[src/source/cpu_pkg.sv]
package cpu_pkg;

    localparam int word_w    = 16;
    localparam int reg_idx_w = 3;
    localparam int num_regs  = 1 << reg_idx_w;
    localparam int flags_w   = 5; // bit 4 reserved, reads zero

    typedef enum logic [6:0] {
        nop = 7'd0,
        mov = 7'd1,
        ldd = 7'd2,
        ldo = 7'd3,
        ldi = 7'd4,
        std = 7'd5,
        sto = 7'd6,
        add = 7'd7,
        adi = 7'd8,
        adc = 7'd9,
        sub = 7'd10,
        suc = 7'd11,
        cmp = 7'd12,
        cmi = 7'd13,
        jmp = 7'd14
    } opcode_e;

    typedef enum logic [3:0] {
        alu_add    = 4'b0000,
        alu_sub    = 4'b0001,
        alu_pass_l = 4'b1001,
        alu_pass_r = 4'b1010
    } alu_mode_e;

    // condition field, instr[10:7]
    typedef enum logic [3:0] {
        jal = 4'd0,
        jca = 4'd1,
        jeq = 4'd2,
        jlt = 4'd3,
        jgt = 4'd4,
        jle = 4'd5,
        jge = 4'd6,
        jne = 4'd7,
        jvs = 4'd8 // 9 decodes the same
    } jump_cond_e;

    localparam int flag_eq = 0;
    localparam int flag_ca = 1;
    localparam int flag_lt = 2;
    localparam int flag_ov = 3;

endpackage

[src/source/queue_if.sv]
`timescale 1ns/1ps

interface queue_if;
    import cpu_pkg::*;

    logic [word_w-1:0] head_word;
    logic [word_w-1:0] next_word;
    logic              head_valid;
    logic              next_valid;
    logic              pop_one;
    logic              pop_two;

    modport buffer (
        output head_word,
        output next_word,
        output head_valid,
        output next_valid,
        input  pop_one,
        input  pop_two
    );

    modport core (
        input  head_word,
        input  next_word,
        input  head_valid,
        input  next_valid,
        output pop_one,
        output pop_two
    );

endinterface

[src/source/instr_fetch.sv]
`timescale 1ns/1ps

module instr_fetch #(
    parameter int IMEM_AW = 8
) (
    input  logic                       clk,
    input  logic                       rst,
    input  logic                       space_ok,
    input  logic                       redirect,
    input  logic [IMEM_AW-1:0]         target,
    output logic                       imem_en,
    output logic [IMEM_AW-1:0]         imem_addr,
    input  logic [cpu_pkg::word_w-1:0] imem_data,
    output logic                       push_valid,
    output logic [cpu_pkg::word_w-1:0] push_word
);

    logic [IMEM_AW-1:0] pc;
    logic               in_flight;

    assign imem_en    = space_ok & ~redirect; // no request in the redirect cycle
    assign imem_addr  = pc;
    assign push_valid = in_flight & ~redirect; // drop word from the old path
    assign push_word  = imem_data;

    always_ff @(posedge clk) begin
        if (rst) begin
            pc        <= '0;
            in_flight <= 1'b0;
        end else begin
            in_flight <= imem_en;
            if (redirect) begin
                pc <= target;
            end else if (imem_en) begin
                pc <= pc + 1'b1;
            end
        end
    end

endmodule

[src/source/instr_queue.sv]
`timescale 1ns/1ps

module instr_queue #(
    parameter int QUEUE_DEPTH = 8
) (
    input  logic                       clk,
    input  logic                       rst,
    input  logic                       push_valid,
    input  logic [cpu_pkg::word_w-1:0] push_word,
    output logic                       space_ok,
    input  logic                       flush,
    queue_if.buffer                    q
);
    import cpu_pkg::*;

    localparam int ptr_w = $clog2(QUEUE_DEPTH);

    logic [word_w-1:0] mem [QUEUE_DEPTH];
    logic [ptr_w-1:0]  rd_ptr;
    logic [ptr_w-1:0]  wr_ptr;
    logic [ptr_w-1:0]  nxt_ptr;
    logic [ptr_w:0]    count;
    logic [ptr_w:0]    count_next;
    logic [1:0]        pop_n;
    logic              push;

    assign push    = push_valid & ~flush;
    assign pop_n   = q.pop_two ? 2'd2 : {1'b0, q.pop_one};
    assign nxt_ptr = rd_ptr + 1'b1;

    assign count_next = flush ? '0 :
        count + {{ptr_w{1'b0}}, push} - {{(ptr_w - 1){1'b0}}, pop_n};

    assign q.head_word  = mem[rd_ptr];
    assign q.next_word  = mem[nxt_ptr];
    assign q.head_valid = (count != '0);
    assign q.next_valid = (count > 1);

    always_ff @(posedge clk) begin
        if (rst) begin
            rd_ptr   <= '0;
            wr_ptr   <= '0;
            count    <= '0;
            space_ok <= 1'b0;
        end else begin
            count    <= count_next;
            space_ok <= (count_next <= QUEUE_DEPTH - 2); // room for one in flight
            if (flush) begin
                rd_ptr <= '0;
                wr_ptr <= '0;
            end else begin
                rd_ptr <= rd_ptr + {{(ptr_w - 2){1'b0}}, pop_n};
                if (push) begin
                    wr_ptr <= wr_ptr + 1'b1;
                end
            end
        end
    end

    always_ff @(posedge clk) begin
        if (push) begin
            mem[wr_ptr] <= push_word;
        end
    end

    a_no_overflow: assert property (
        @(posedge clk) disable iff (rst)
        push |-> count < QUEUE_DEPTH
    );

    a_no_overpop: assert property (
        @(posedge clk) disable iff (rst)
        (q.pop_one |-> count >= 1) and (q.pop_two |-> count >= 2)
    );

endmodule

[src/source/decoder.sv]
`timescale 1ns/1ps

module decoder (
    input  logic [cpu_pkg::word_w-1:0]    instr,
    input  logic                          mem_busy,
    input  logic                          mem_ready,
    input  logic [cpu_pkg::flags_w-1:0]   flags,
    output logic                          pc_inc,
    output logic                          pc_ie,
    output logic                          reg_in_mux_ctl,
    output logic                          alu_r_mux_ctl,
    output logic                          alu_cin,
    output logic                          ram_write,
    output logic                          ram_read,
    output logic                          alu_flags_ie,
    output cpu_pkg::alu_mode_e            alu_mode,
    output logic [cpu_pkg::reg_idx_w-1:0] reg_l_ctl,
    output logic [cpu_pkg::reg_idx_w-1:0] reg_r_ctl,
    output logic [cpu_pkg::num_regs-1:0]  gp_reg_ie
);
    import cpu_pkg::*;

    opcode_e              op;
    logic [reg_idx_w-1:0] tg_reg;
    logic [reg_idx_w-1:0] fo_reg;
    logic [reg_idx_w-1:0] so_reg;
    logic [3:0]           cond;
    logic                 jmp_en;

    assign op     = opcode_e'(instr[6:0]);
    assign tg_reg = instr[9:7];
    assign fo_reg = instr[12:10];
    assign so_reg = instr[15:13];
    assign cond   = instr[10:7];

    always_comb begin
        pc_inc         = 1'b1;
        pc_ie          = 1'b0;
        reg_in_mux_ctl = 1'b0;
        alu_r_mux_ctl  = 1'b0;
        alu_cin        = 1'b0;
        ram_write      = 1'b0;
        ram_read       = 1'b0;
        alu_flags_ie   = 1'b0;
        alu_mode       = alu_add;
        reg_l_ctl      = '0;
        reg_r_ctl      = '0;
        gp_reg_ie      = '0;
        case (op)
            mov: begin
                alu_mode          = alu_pass_l;
                reg_l_ctl         = fo_reg;
                gp_reg_ie[tg_reg] = 1'b1;
            end
            ldd, ldo: begin
                alu_mode       = (op == ldd) ? alu_pass_r : alu_add; // address
                reg_l_ctl      = fo_reg;
                alu_r_mux_ctl  = 1'b1;
                reg_in_mux_ctl = 1'b1;
                if (mem_busy) begin
                    pc_inc = 1'b0;
                end else if (mem_ready) begin
                    gp_reg_ie[tg_reg] = 1'b1; // read data back
                end else begin
                    ram_read = 1'b1;
                    pc_inc   = 1'b0;
                end
            end
            ldi: begin
                alu_mode          = alu_pass_r;
                alu_r_mux_ctl     = 1'b1;
                gp_reg_ie[tg_reg] = 1'b1;
            end
            std, sto: begin
                alu_mode      = (op == std) ? alu_pass_r : alu_add;
                alu_r_mux_ctl = 1'b1;
                reg_r_ctl     = fo_reg; // store data
                reg_l_ctl     = so_reg;
                if (mem_busy) begin
                    pc_inc = 1'b0;
                end else begin
                    ram_write = 1'b1;
                end
            end
            add, adc, sub, suc: begin
                alu_mode          = (op == add || op == adc) ? alu_add : alu_sub;
                alu_cin           = (op == adc || op == suc) ? flags[flag_ca] : 1'b0;
                reg_l_ctl         = fo_reg;
                reg_r_ctl         = so_reg;
                gp_reg_ie[tg_reg] = 1'b1;
                alu_flags_ie      = 1'b1;
            end
            adi: begin
                reg_l_ctl         = fo_reg;
                alu_r_mux_ctl     = 1'b1;
                gp_reg_ie[tg_reg] = 1'b1;
                alu_flags_ie      = 1'b1;
            end
            cmp, cmi: begin
                alu_mode      = alu_sub;
                reg_l_ctl     = fo_reg;
                reg_r_ctl     = so_reg;
                alu_r_mux_ctl = (op == cmi);
                alu_flags_ie  = 1'b1;
            end
            jmp: begin
                alu_mode      = alu_pass_r; // target is the immediate
                alu_r_mux_ctl = 1'b1;
                pc_ie         = jmp_en;
                pc_inc        = ~jmp_en;
            end
            default: begin
                pc_inc = 1'b1; // nop and unused codes
            end
        endcase
    end

    always_comb begin
        case (cond)
            jca:     jmp_en = flags[flag_ca];
            jeq:     jmp_en = flags[flag_eq];
            jlt:     jmp_en = flags[flag_lt];
            jgt:     jmp_en = ~(flags[flag_lt] | flags[flag_eq]);
            jle:     jmp_en = flags[flag_lt] | flags[flag_eq];
            jge:     jmp_en = ~flags[flag_lt];
            jne:     jmp_en = ~flags[flag_eq];
            jvs,
            4'd9:    jmp_en = flags[flag_ov];
            default: jmp_en = 1'b1; // jal
        endcase
    end

endmodule

[src/source/alu.sv]
`timescale 1ns/1ps

module alu (
    input  logic [cpu_pkg::word_w-1:0] a,
    input  logic [cpu_pkg::word_w-1:0] b,
    input  logic                       cin,
    input  cpu_pkg::alu_mode_e         mode,
    output logic [cpu_pkg::word_w-1:0] result,
    output logic [3:0]                 flags_out
);
    import cpu_pkg::*;

    localparam int msb = word_w - 1;

    logic [word_w:0] sum;
    logic            ov;

    always_comb begin
        ov = 1'b0;
        case (mode)
            alu_add: begin
                sum = {1'b0, a} + {1'b0, b} + cin;
                ov  = (a[msb] == b[msb]) && (sum[msb] != a[msb]);
            end
            alu_sub: begin
                sum = {1'b0, a} - {1'b0, b} - cin; // top bit is borrow
                ov  = (a[msb] != b[msb]) && (sum[msb] != a[msb]);
            end
            alu_pass_l: sum = {1'b0, a};
            alu_pass_r: sum = {1'b0, b};
            default:    sum = {1'b0, a};
        endcase
    end

    assign result = sum[msb:0];

    assign flags_out[flag_eq] = (result == '0);
    assign flags_out[flag_ca] = sum[word_w];
    assign flags_out[flag_lt] = result[msb];
    assign flags_out[flag_ov] = ov;

endmodule

[src/source/execute_core.sv]
`timescale 1ns/1ps

module execute_core #(
    parameter int IMEM_AW = 8
) (
    input  logic                       clk,
    input  logic                       rst,
    queue_if.core                      q,
    output logic                       redirect,
    output logic [IMEM_AW-1:0]         target,
    output logic [cpu_pkg::word_w-1:0] paddr,
    output logic                       psel,
    output logic                       penable,
    output logic                       pwrite,
    output logic [cpu_pkg::word_w-1:0] pwdata,
    input  logic [cpu_pkg::word_w-1:0] prdata,
    input  logic                       pready
);
    import cpu_pkg::*;

    typedef enum logic [1:0] {
        ph_idle,
        ph_setup,
        ph_access
    } apb_phase_e;

    apb_phase_e           phase;
    logic [word_w-1:0]    regs [num_regs];
    logic [flags_w-1:0]   flags;
    logic [word_w-1:0]    ld_data;
    logic                 ld_ready;

    logic                 pc_inc;
    logic                 pc_ie;
    logic                 reg_in_mux_ctl;
    logic                 alu_r_mux_ctl;
    logic                 alu_cin;
    logic                 ram_write;
    logic                 ram_read;
    logic                 alu_flags_ie;
    alu_mode_e            alu_mode;
    logic [reg_idx_w-1:0] reg_l_ctl;
    logic [reg_idx_w-1:0] reg_r_ctl;
    logic [num_regs-1:0]  gp_reg_ie;

    logic [word_w-1:0]    alu_r;
    logic [word_w-1:0]    alu_res;
    logic [3:0]           alu_flags;
    logic [word_w-1:0]    wr_data;
    logic                 mem_busy;
    logic                 mem_ready;
    logic                 words_ok;
    logic                 retire;
    logic                 start;

    decoder u_decoder (
        .instr          (q.head_word),
        .mem_busy       (mem_busy),
        .mem_ready      (mem_ready),
        .flags          (flags),
        .pc_inc         (pc_inc),
        .pc_ie          (pc_ie),
        .reg_in_mux_ctl (reg_in_mux_ctl),
        .alu_r_mux_ctl  (alu_r_mux_ctl),
        .alu_cin        (alu_cin),
        .ram_write      (ram_write),
        .ram_read       (ram_read),
        .alu_flags_ie   (alu_flags_ie),
        .alu_mode       (alu_mode),
        .reg_l_ctl      (reg_l_ctl),
        .reg_r_ctl      (reg_r_ctl),
        .gp_reg_ie      (gp_reg_ie)
    );

    assign alu_r = alu_r_mux_ctl ? q.next_word : regs[reg_r_ctl]; // immediate mux

    alu u_alu (
        .a         (regs[reg_l_ctl]),
        .b         (alu_r),
        .cin       (alu_cin),
        .mode      (alu_mode),
        .result    (alu_res),
        .flags_out (alu_flags)
    );

    // immediate forms need the second word too
    assign words_ok  = q.head_valid & (~alu_r_mux_ctl | q.next_valid);
    assign retire    = words_ok & pc_inc;
    assign q.pop_one = retire & ~alu_r_mux_ctl;
    assign q.pop_two = retire & alu_r_mux_ctl;
    assign redirect  = words_ok & pc_ie;
    assign target    = alu_res[IMEM_AW-1:0];
    assign wr_data   = reg_in_mux_ctl ? ld_data : alu_res;

    assign mem_busy  = (phase != ph_idle);
    assign mem_ready = ld_ready;
    assign start     = words_ok & (ram_read | ram_write);
    assign psel      = (phase != ph_idle);
    assign penable   = (phase == ph_access);

    always_ff @(posedge clk) begin
        if (rst) begin
            for (int i = 0; i < num_regs; i++) begin
                regs[i] <= '0;
            end
            flags <= '0;
        end else if (retire) begin
            for (int i = 0; i < num_regs; i++) begin
                if (gp_reg_ie[i]) begin
                    regs[i] <= wr_data;
                end
            end
            if (alu_flags_ie) begin
                flags <= {1'b0, alu_flags};
            end
        end
    end

    always_ff @(posedge clk) begin
        if (rst) begin
            phase    <= ph_idle;
            pwrite   <= 1'b0;
            ld_ready <= 1'b0;
        end else begin
            ld_ready <= 1'b0;
            case (phase)
                ph_idle: begin
                    if (start) begin
                        phase  <= ph_setup;
                        pwrite <= ram_write;
                    end
                end
                ph_setup: phase <= ph_access;
                ph_access: begin
                    if (pready) begin
                        phase    <= ph_idle;
                        ld_ready <= ~pwrite; // load retires next cycle
                    end
                end
                default: phase <= ph_idle;
            endcase
        end
    end

    always_ff @(posedge clk) begin
        if (start && phase == ph_idle) begin
            paddr  <= alu_res;
            pwdata <= regs[reg_r_ctl];
        end
        if (penable && pready && !pwrite) begin
            ld_data <= prdata;
        end
    end

endmodule

[src/source/cpu_top.sv]
`timescale 1ns/1ps

module cpu_top #(
    parameter int QUEUE_DEPTH = 8,
    parameter int IMEM_AW     = 8
) (
    input  logic                       clk,
    input  logic                       rst,
    output logic                       imem_en,
    output logic [IMEM_AW-1:0]         imem_addr,
    input  logic [cpu_pkg::word_w-1:0] imem_data,
    output logic [cpu_pkg::word_w-1:0] paddr,
    output logic                       psel,
    output logic                       penable,
    output logic                       pwrite,
    output logic [cpu_pkg::word_w-1:0] pwdata,
    input  logic [cpu_pkg::word_w-1:0] prdata,
    input  logic                       pready
);
    import cpu_pkg::*;

    logic               push_valid;
    logic [word_w-1:0]  push_word;
    logic               space_ok;
    logic               redirect;
    logic [IMEM_AW-1:0] target;

    queue_if q_bus ();

    instr_fetch #(
        .IMEM_AW (IMEM_AW)
    ) u_fetch (
        .clk        (clk),
        .rst        (rst),
        .space_ok   (space_ok),
        .redirect   (redirect),
        .target     (target),
        .imem_en    (imem_en),
        .imem_addr  (imem_addr),
        .imem_data  (imem_data),
        .push_valid (push_valid),
        .push_word  (push_word)
    );

    instr_queue #(
        .QUEUE_DEPTH (QUEUE_DEPTH)
    ) u_queue (
        .clk        (clk),
        .rst        (rst),
        .push_valid (push_valid),
        .push_word  (push_word),
        .space_ok   (space_ok),
        .flush      (redirect),
        .q          (q_bus.buffer)
    );

    execute_core #(
        .IMEM_AW (IMEM_AW)
    ) u_core (
        .clk      (clk),
        .rst      (rst),
        .q        (q_bus.core),
        .redirect (redirect),
        .target   (target),
        .paddr    (paddr),
        .psel     (psel),
        .penable  (penable),
        .pwrite   (pwrite),
        .pwdata   (pwdata),
        .prdata   (prdata),
        .pready   (pready)
    );

endmodule

[config.mk]
export PLATFORM = sky130hd
export DESIGN_NAME = cpu_top
export DESIGN_NICKNAME = d
export VERILOG_FILES = /design/src/source/cpu_pkg.sv /design/src/source/queue_if.sv /design/src/source/instr_fetch.sv /design/src/source/instr_queue.sv /design/src/source/decoder.sv /design/src/source/alu.sv /design/src/source/execute_core.sv /design/src/source/cpu_top.sv
export SDC_FILE = /design/constraint.sdc
export NUM_CORES = 1
export LEC_CHECK = 0
export ABC_AREA = 1
export BUFFER_PORTS_ARGS = -buffer_cell sky130_fd_sc_hd__buf_2
export CAP_MARGIN = 10
export CORE_MARGIN = 2
export CORE_UTILIZATION = 47
export DETAILED_ROUTE_END_ITERATION = 12
export GPL_ROUTABILITY_DRIVEN = 1
export PLACE_DENSITY = 0.7
export SLEW_MARGIN = 30
export SYNTH_ARGS = -nofsm -noshare
export SYNTH_HDL_FRONTEND = slang
export SYNTH_SLANG_ARGS = --single-unit
[constraint.sdc]
create_clock -name clk -period 10.75 [get_ports clk]
set_clock_uncertainty 0.2 [all_clocks]
set_input_delay 0.5375 -clock clk [delete_from_list [all_inputs] [get_ports clk]]
set_output_delay 0.5375 -clock clk [all_outputs]
set_load 0.05 [all_outputs]
==> run metrics <==
Resize count post-CTS 0; Port Buf Inserts 78; pre-CTS setup slack 2.04 ns; row count 74; slowest stage delay, CP 0.92 ns; minimum clock period 9.00 ns; hold path startpoint imem_data[14]; met2 wire len 28.8 mm; Hold Crit Depth 1; number of synthesized flops with an enable pin 304; total global routing overflow 0; Synthesis Warnings 0; met1 WL 24.3 mm; Hold Vio Cnt, Final 0; met3 WL 5.13 mm; Routed Antenna Nets 0; dpl cell area 20100 µm²; syn nets 2399; First DRT Iteration DRCs 2197; Ports 79; post-synthesis register bit count 332; R2R cell count 36; fraction of layout cells with a size suffix above 1 0.112; die height 208 µm; Setup WS post-layout 1.75 ns; final slew viol count 0; DIE AREA 43100 µm²; clk_lat worst skew 0.57 ns; WL final 60.7 mm; Placed Cells 2826; initial core utilization 0.477; Worst Tran Pin Value 1.01 ns; cells after synthesis 2304; Mean Syn Cell Area 8.45 µm²; predominant post-synthesis flop cell edfxtp_1; dpl hpwl 40.1 mm; cts bufs inserted 38; Clock Tree Root clkbuf_16; DRC viols 0; Hold WC Path Type in -> reg; synthesized cell area 19500 µm²; Critical Path RT 11.03 ns; Setup Crit Path Kind reg -> reg; number of global-route vias before repair 15734; Synth cell types 59; Setup crit end kind register; TNS Setup 0 ns; Final Instance Area 21500 µm²; Max Used Layer met5; ys async rst share 0; pin count of the biggest net entering global routing 100; Die X 208 µm; final setup fails 0; Slowest-stage cell, CP dfxtp_4; worst-path fanout max 99; CP arrival 9.28 ns; WL/cell 20.9 µm; Finished Layout Cells 2912; Reg-to-Reg Start u_queue.rd_ptr[0]; layout net count 2446; Worst-path clk slew 0.06 ns; antenna fix cells 0; Area growth, synth to finish 10.4%; clk sink count 332; Max-Cap Viols 0; core area 40800 µm²; register area share after synthesis 0.498; initial antenna violation count 1; maximum root-to-sink buffer count 3; Slew headroom 0.324; Worst setup SP type register; CTS tree built; CP startpoint u_queue.rd_ptr[0]; DRT Pass-1 Iters 6; GRT Resource Usage Total 0.276; Via density 5.79; DR vias 16847; first-pass GRT wire length 91.5 mm; Achievable Freq 0.111 GHz; H-tree levels 2; Period Utilization, post-route 0.837; outcome finished clean; RSZ-0062 raised after global routing no; Placer Congestion 0.945
layout by cell type, fill, tap and decap left out, types with 8 or more instances in the layout:
cell type and instances:
inv_2 25, o211ai_1 38, nand2_4 9, o21ai_1 28
dlygate4sd3_1 16, nor2_2 14, a31oi_1 11, a21oi_1 131
ha_1 54, nand2_1 496, nand3_1 261, clkinv_1 9
dfxtp_1 27, o22ai_1 14, o21ai_0 157, inv_1 249
buf_2 78, nor3_1 8, nor2_1 221, xor2_1 10
xnor2_1 8, clkbuf_1 11, nand2_2 24, edfxtp_1 304
clkbuf_16 38, buf_4 26
critical path: cells and delay by family (launching register included):
family	cells	cell delay, ns
adders and majority gates	2	0.82
AOI/OAI and AO/OA	7	1.46
and+or+nand+nor	22	4.12
DFF	1	0.92
buffers and inverters	5	1.33
kinds of logic after synthesis:
logic type | synth area share
AND/OR/NAND/NOR | 0.243
adder cells (fa/ha/maj) | 0.0409
XOR/XNOR | 0.00810
buffers and inverters | 0.0877
AO/OA/AOI/OAI | 0.123
flip-flops | 0.498
routing by layer:
metal | up-vias | track usage
met4 | 2 | 0.118
met2 | 857 | 0.460
met5 | - | 0
li1 | 7868 | -
met1 | 7951 | 0.361
met3 | 169 | 0.0395
registers in the layout (all words and copies together), names as in the netlist:
signal,count
u_core.regs,128
u_queue.rd_ptr,3
u_core.phase,2
u_fetch.imem_addr,8
u_core.ld_data,16
u_core.paddr,16
u_queue.mem,128
u_queue.wr_ptr,3
u_queue.count,4
u_core.pwdata,16
u_queue.space_ok,1
u_core.ld_ready,1
u_fetch.in_flight,1
u_core.flags,4
u_core.pwrite,1
Yosys cell counts (3+ instances only):
cell type,number,area share
nand2_1,501,0.097
edfxtp_1,304,0.47
nand3_1,261,0.067
inv_1,249,0.048
nor2_1,221,0.043
o21ai_0,159,0.041
a21oi_1,132,0.034
ha_1,54,0.035
buf_2,45,0.012
o211ai_1,38,0.015
clkbuf_1,36,0.0069
dfxtp_1,28,0.029
o21ai_1,28,0.0072
inv_2,25,0.0048
nand2_2,19,0.0061
buf_6,16,0.0093
nor2_2,14,0.0045
o22ai_1,14,0.0045
buf_4,12,0.0046
a31oi_1,11,0.0035
xor2_1,10,0.0045
nand2_4,9,0.0052
nor3_1,9,0.0023
xnor2_1,8,0.0036
a32o_1,7,0.0036
and2_1,7,0.0022
nand3b_1,7,0.0027
or2_2,7,0.0022
fa_1,6,0.0062
nand3_2,6,0.0031
buf_1,5,0.00096
nor4_1,5,0.0016
o21ai_2,5,0.0022
a21boi_0,4,0.0015
clkinv_1,4,0.00077
nand4_1,4,0.0013
o21a_1,4,0.0015
o21bai_1,4,0.0015
a21o_1,3,0.0012
nor2_4,3,0.0017
worst paths after layout:
kind	slack (ns)	end
setup / recovery	1.75	u_core.flags[0]
setup reg to reg	1.75	u_core.flags[0]
hold reg to reg	0.28	u_core.phase[1]
hold / removal	0.05	u_queue.mem[0][14]
layout make-up:
cell class / instances / area (µm²)
Clock buffer: 50 / 1010
Clock inverter: 19 / 189
Fill cell: 3755 / 19300
Inverter: 280 / 1060
Multi-Input combinational cell: 1578 / 8120
Sequential cell: 332 / 9690
Tap cell: 532 / 666
Timing Repair Buffer: 121 / 773
stage by stage:
stage / hold slack, ns / utilization
detailed placement: 0.276 / 0.493
finish: 0.0519 / 0.527
CTS: 0.0403 / 0.526
global placement: 0.260 / 0.492
global route: 0.0626 / 0.527
floorplan: 0.246 / -
repair_timing:
item                                   in CTS  in global routing
hold buffers                               16                  0
buffers inserted                            0                  0
endpoints found under the hold margin      16                  0
Power is left out: the tool's default activity adds up to more than one toggle a clock period on the data nets, which glitch-free logic cannot reach.
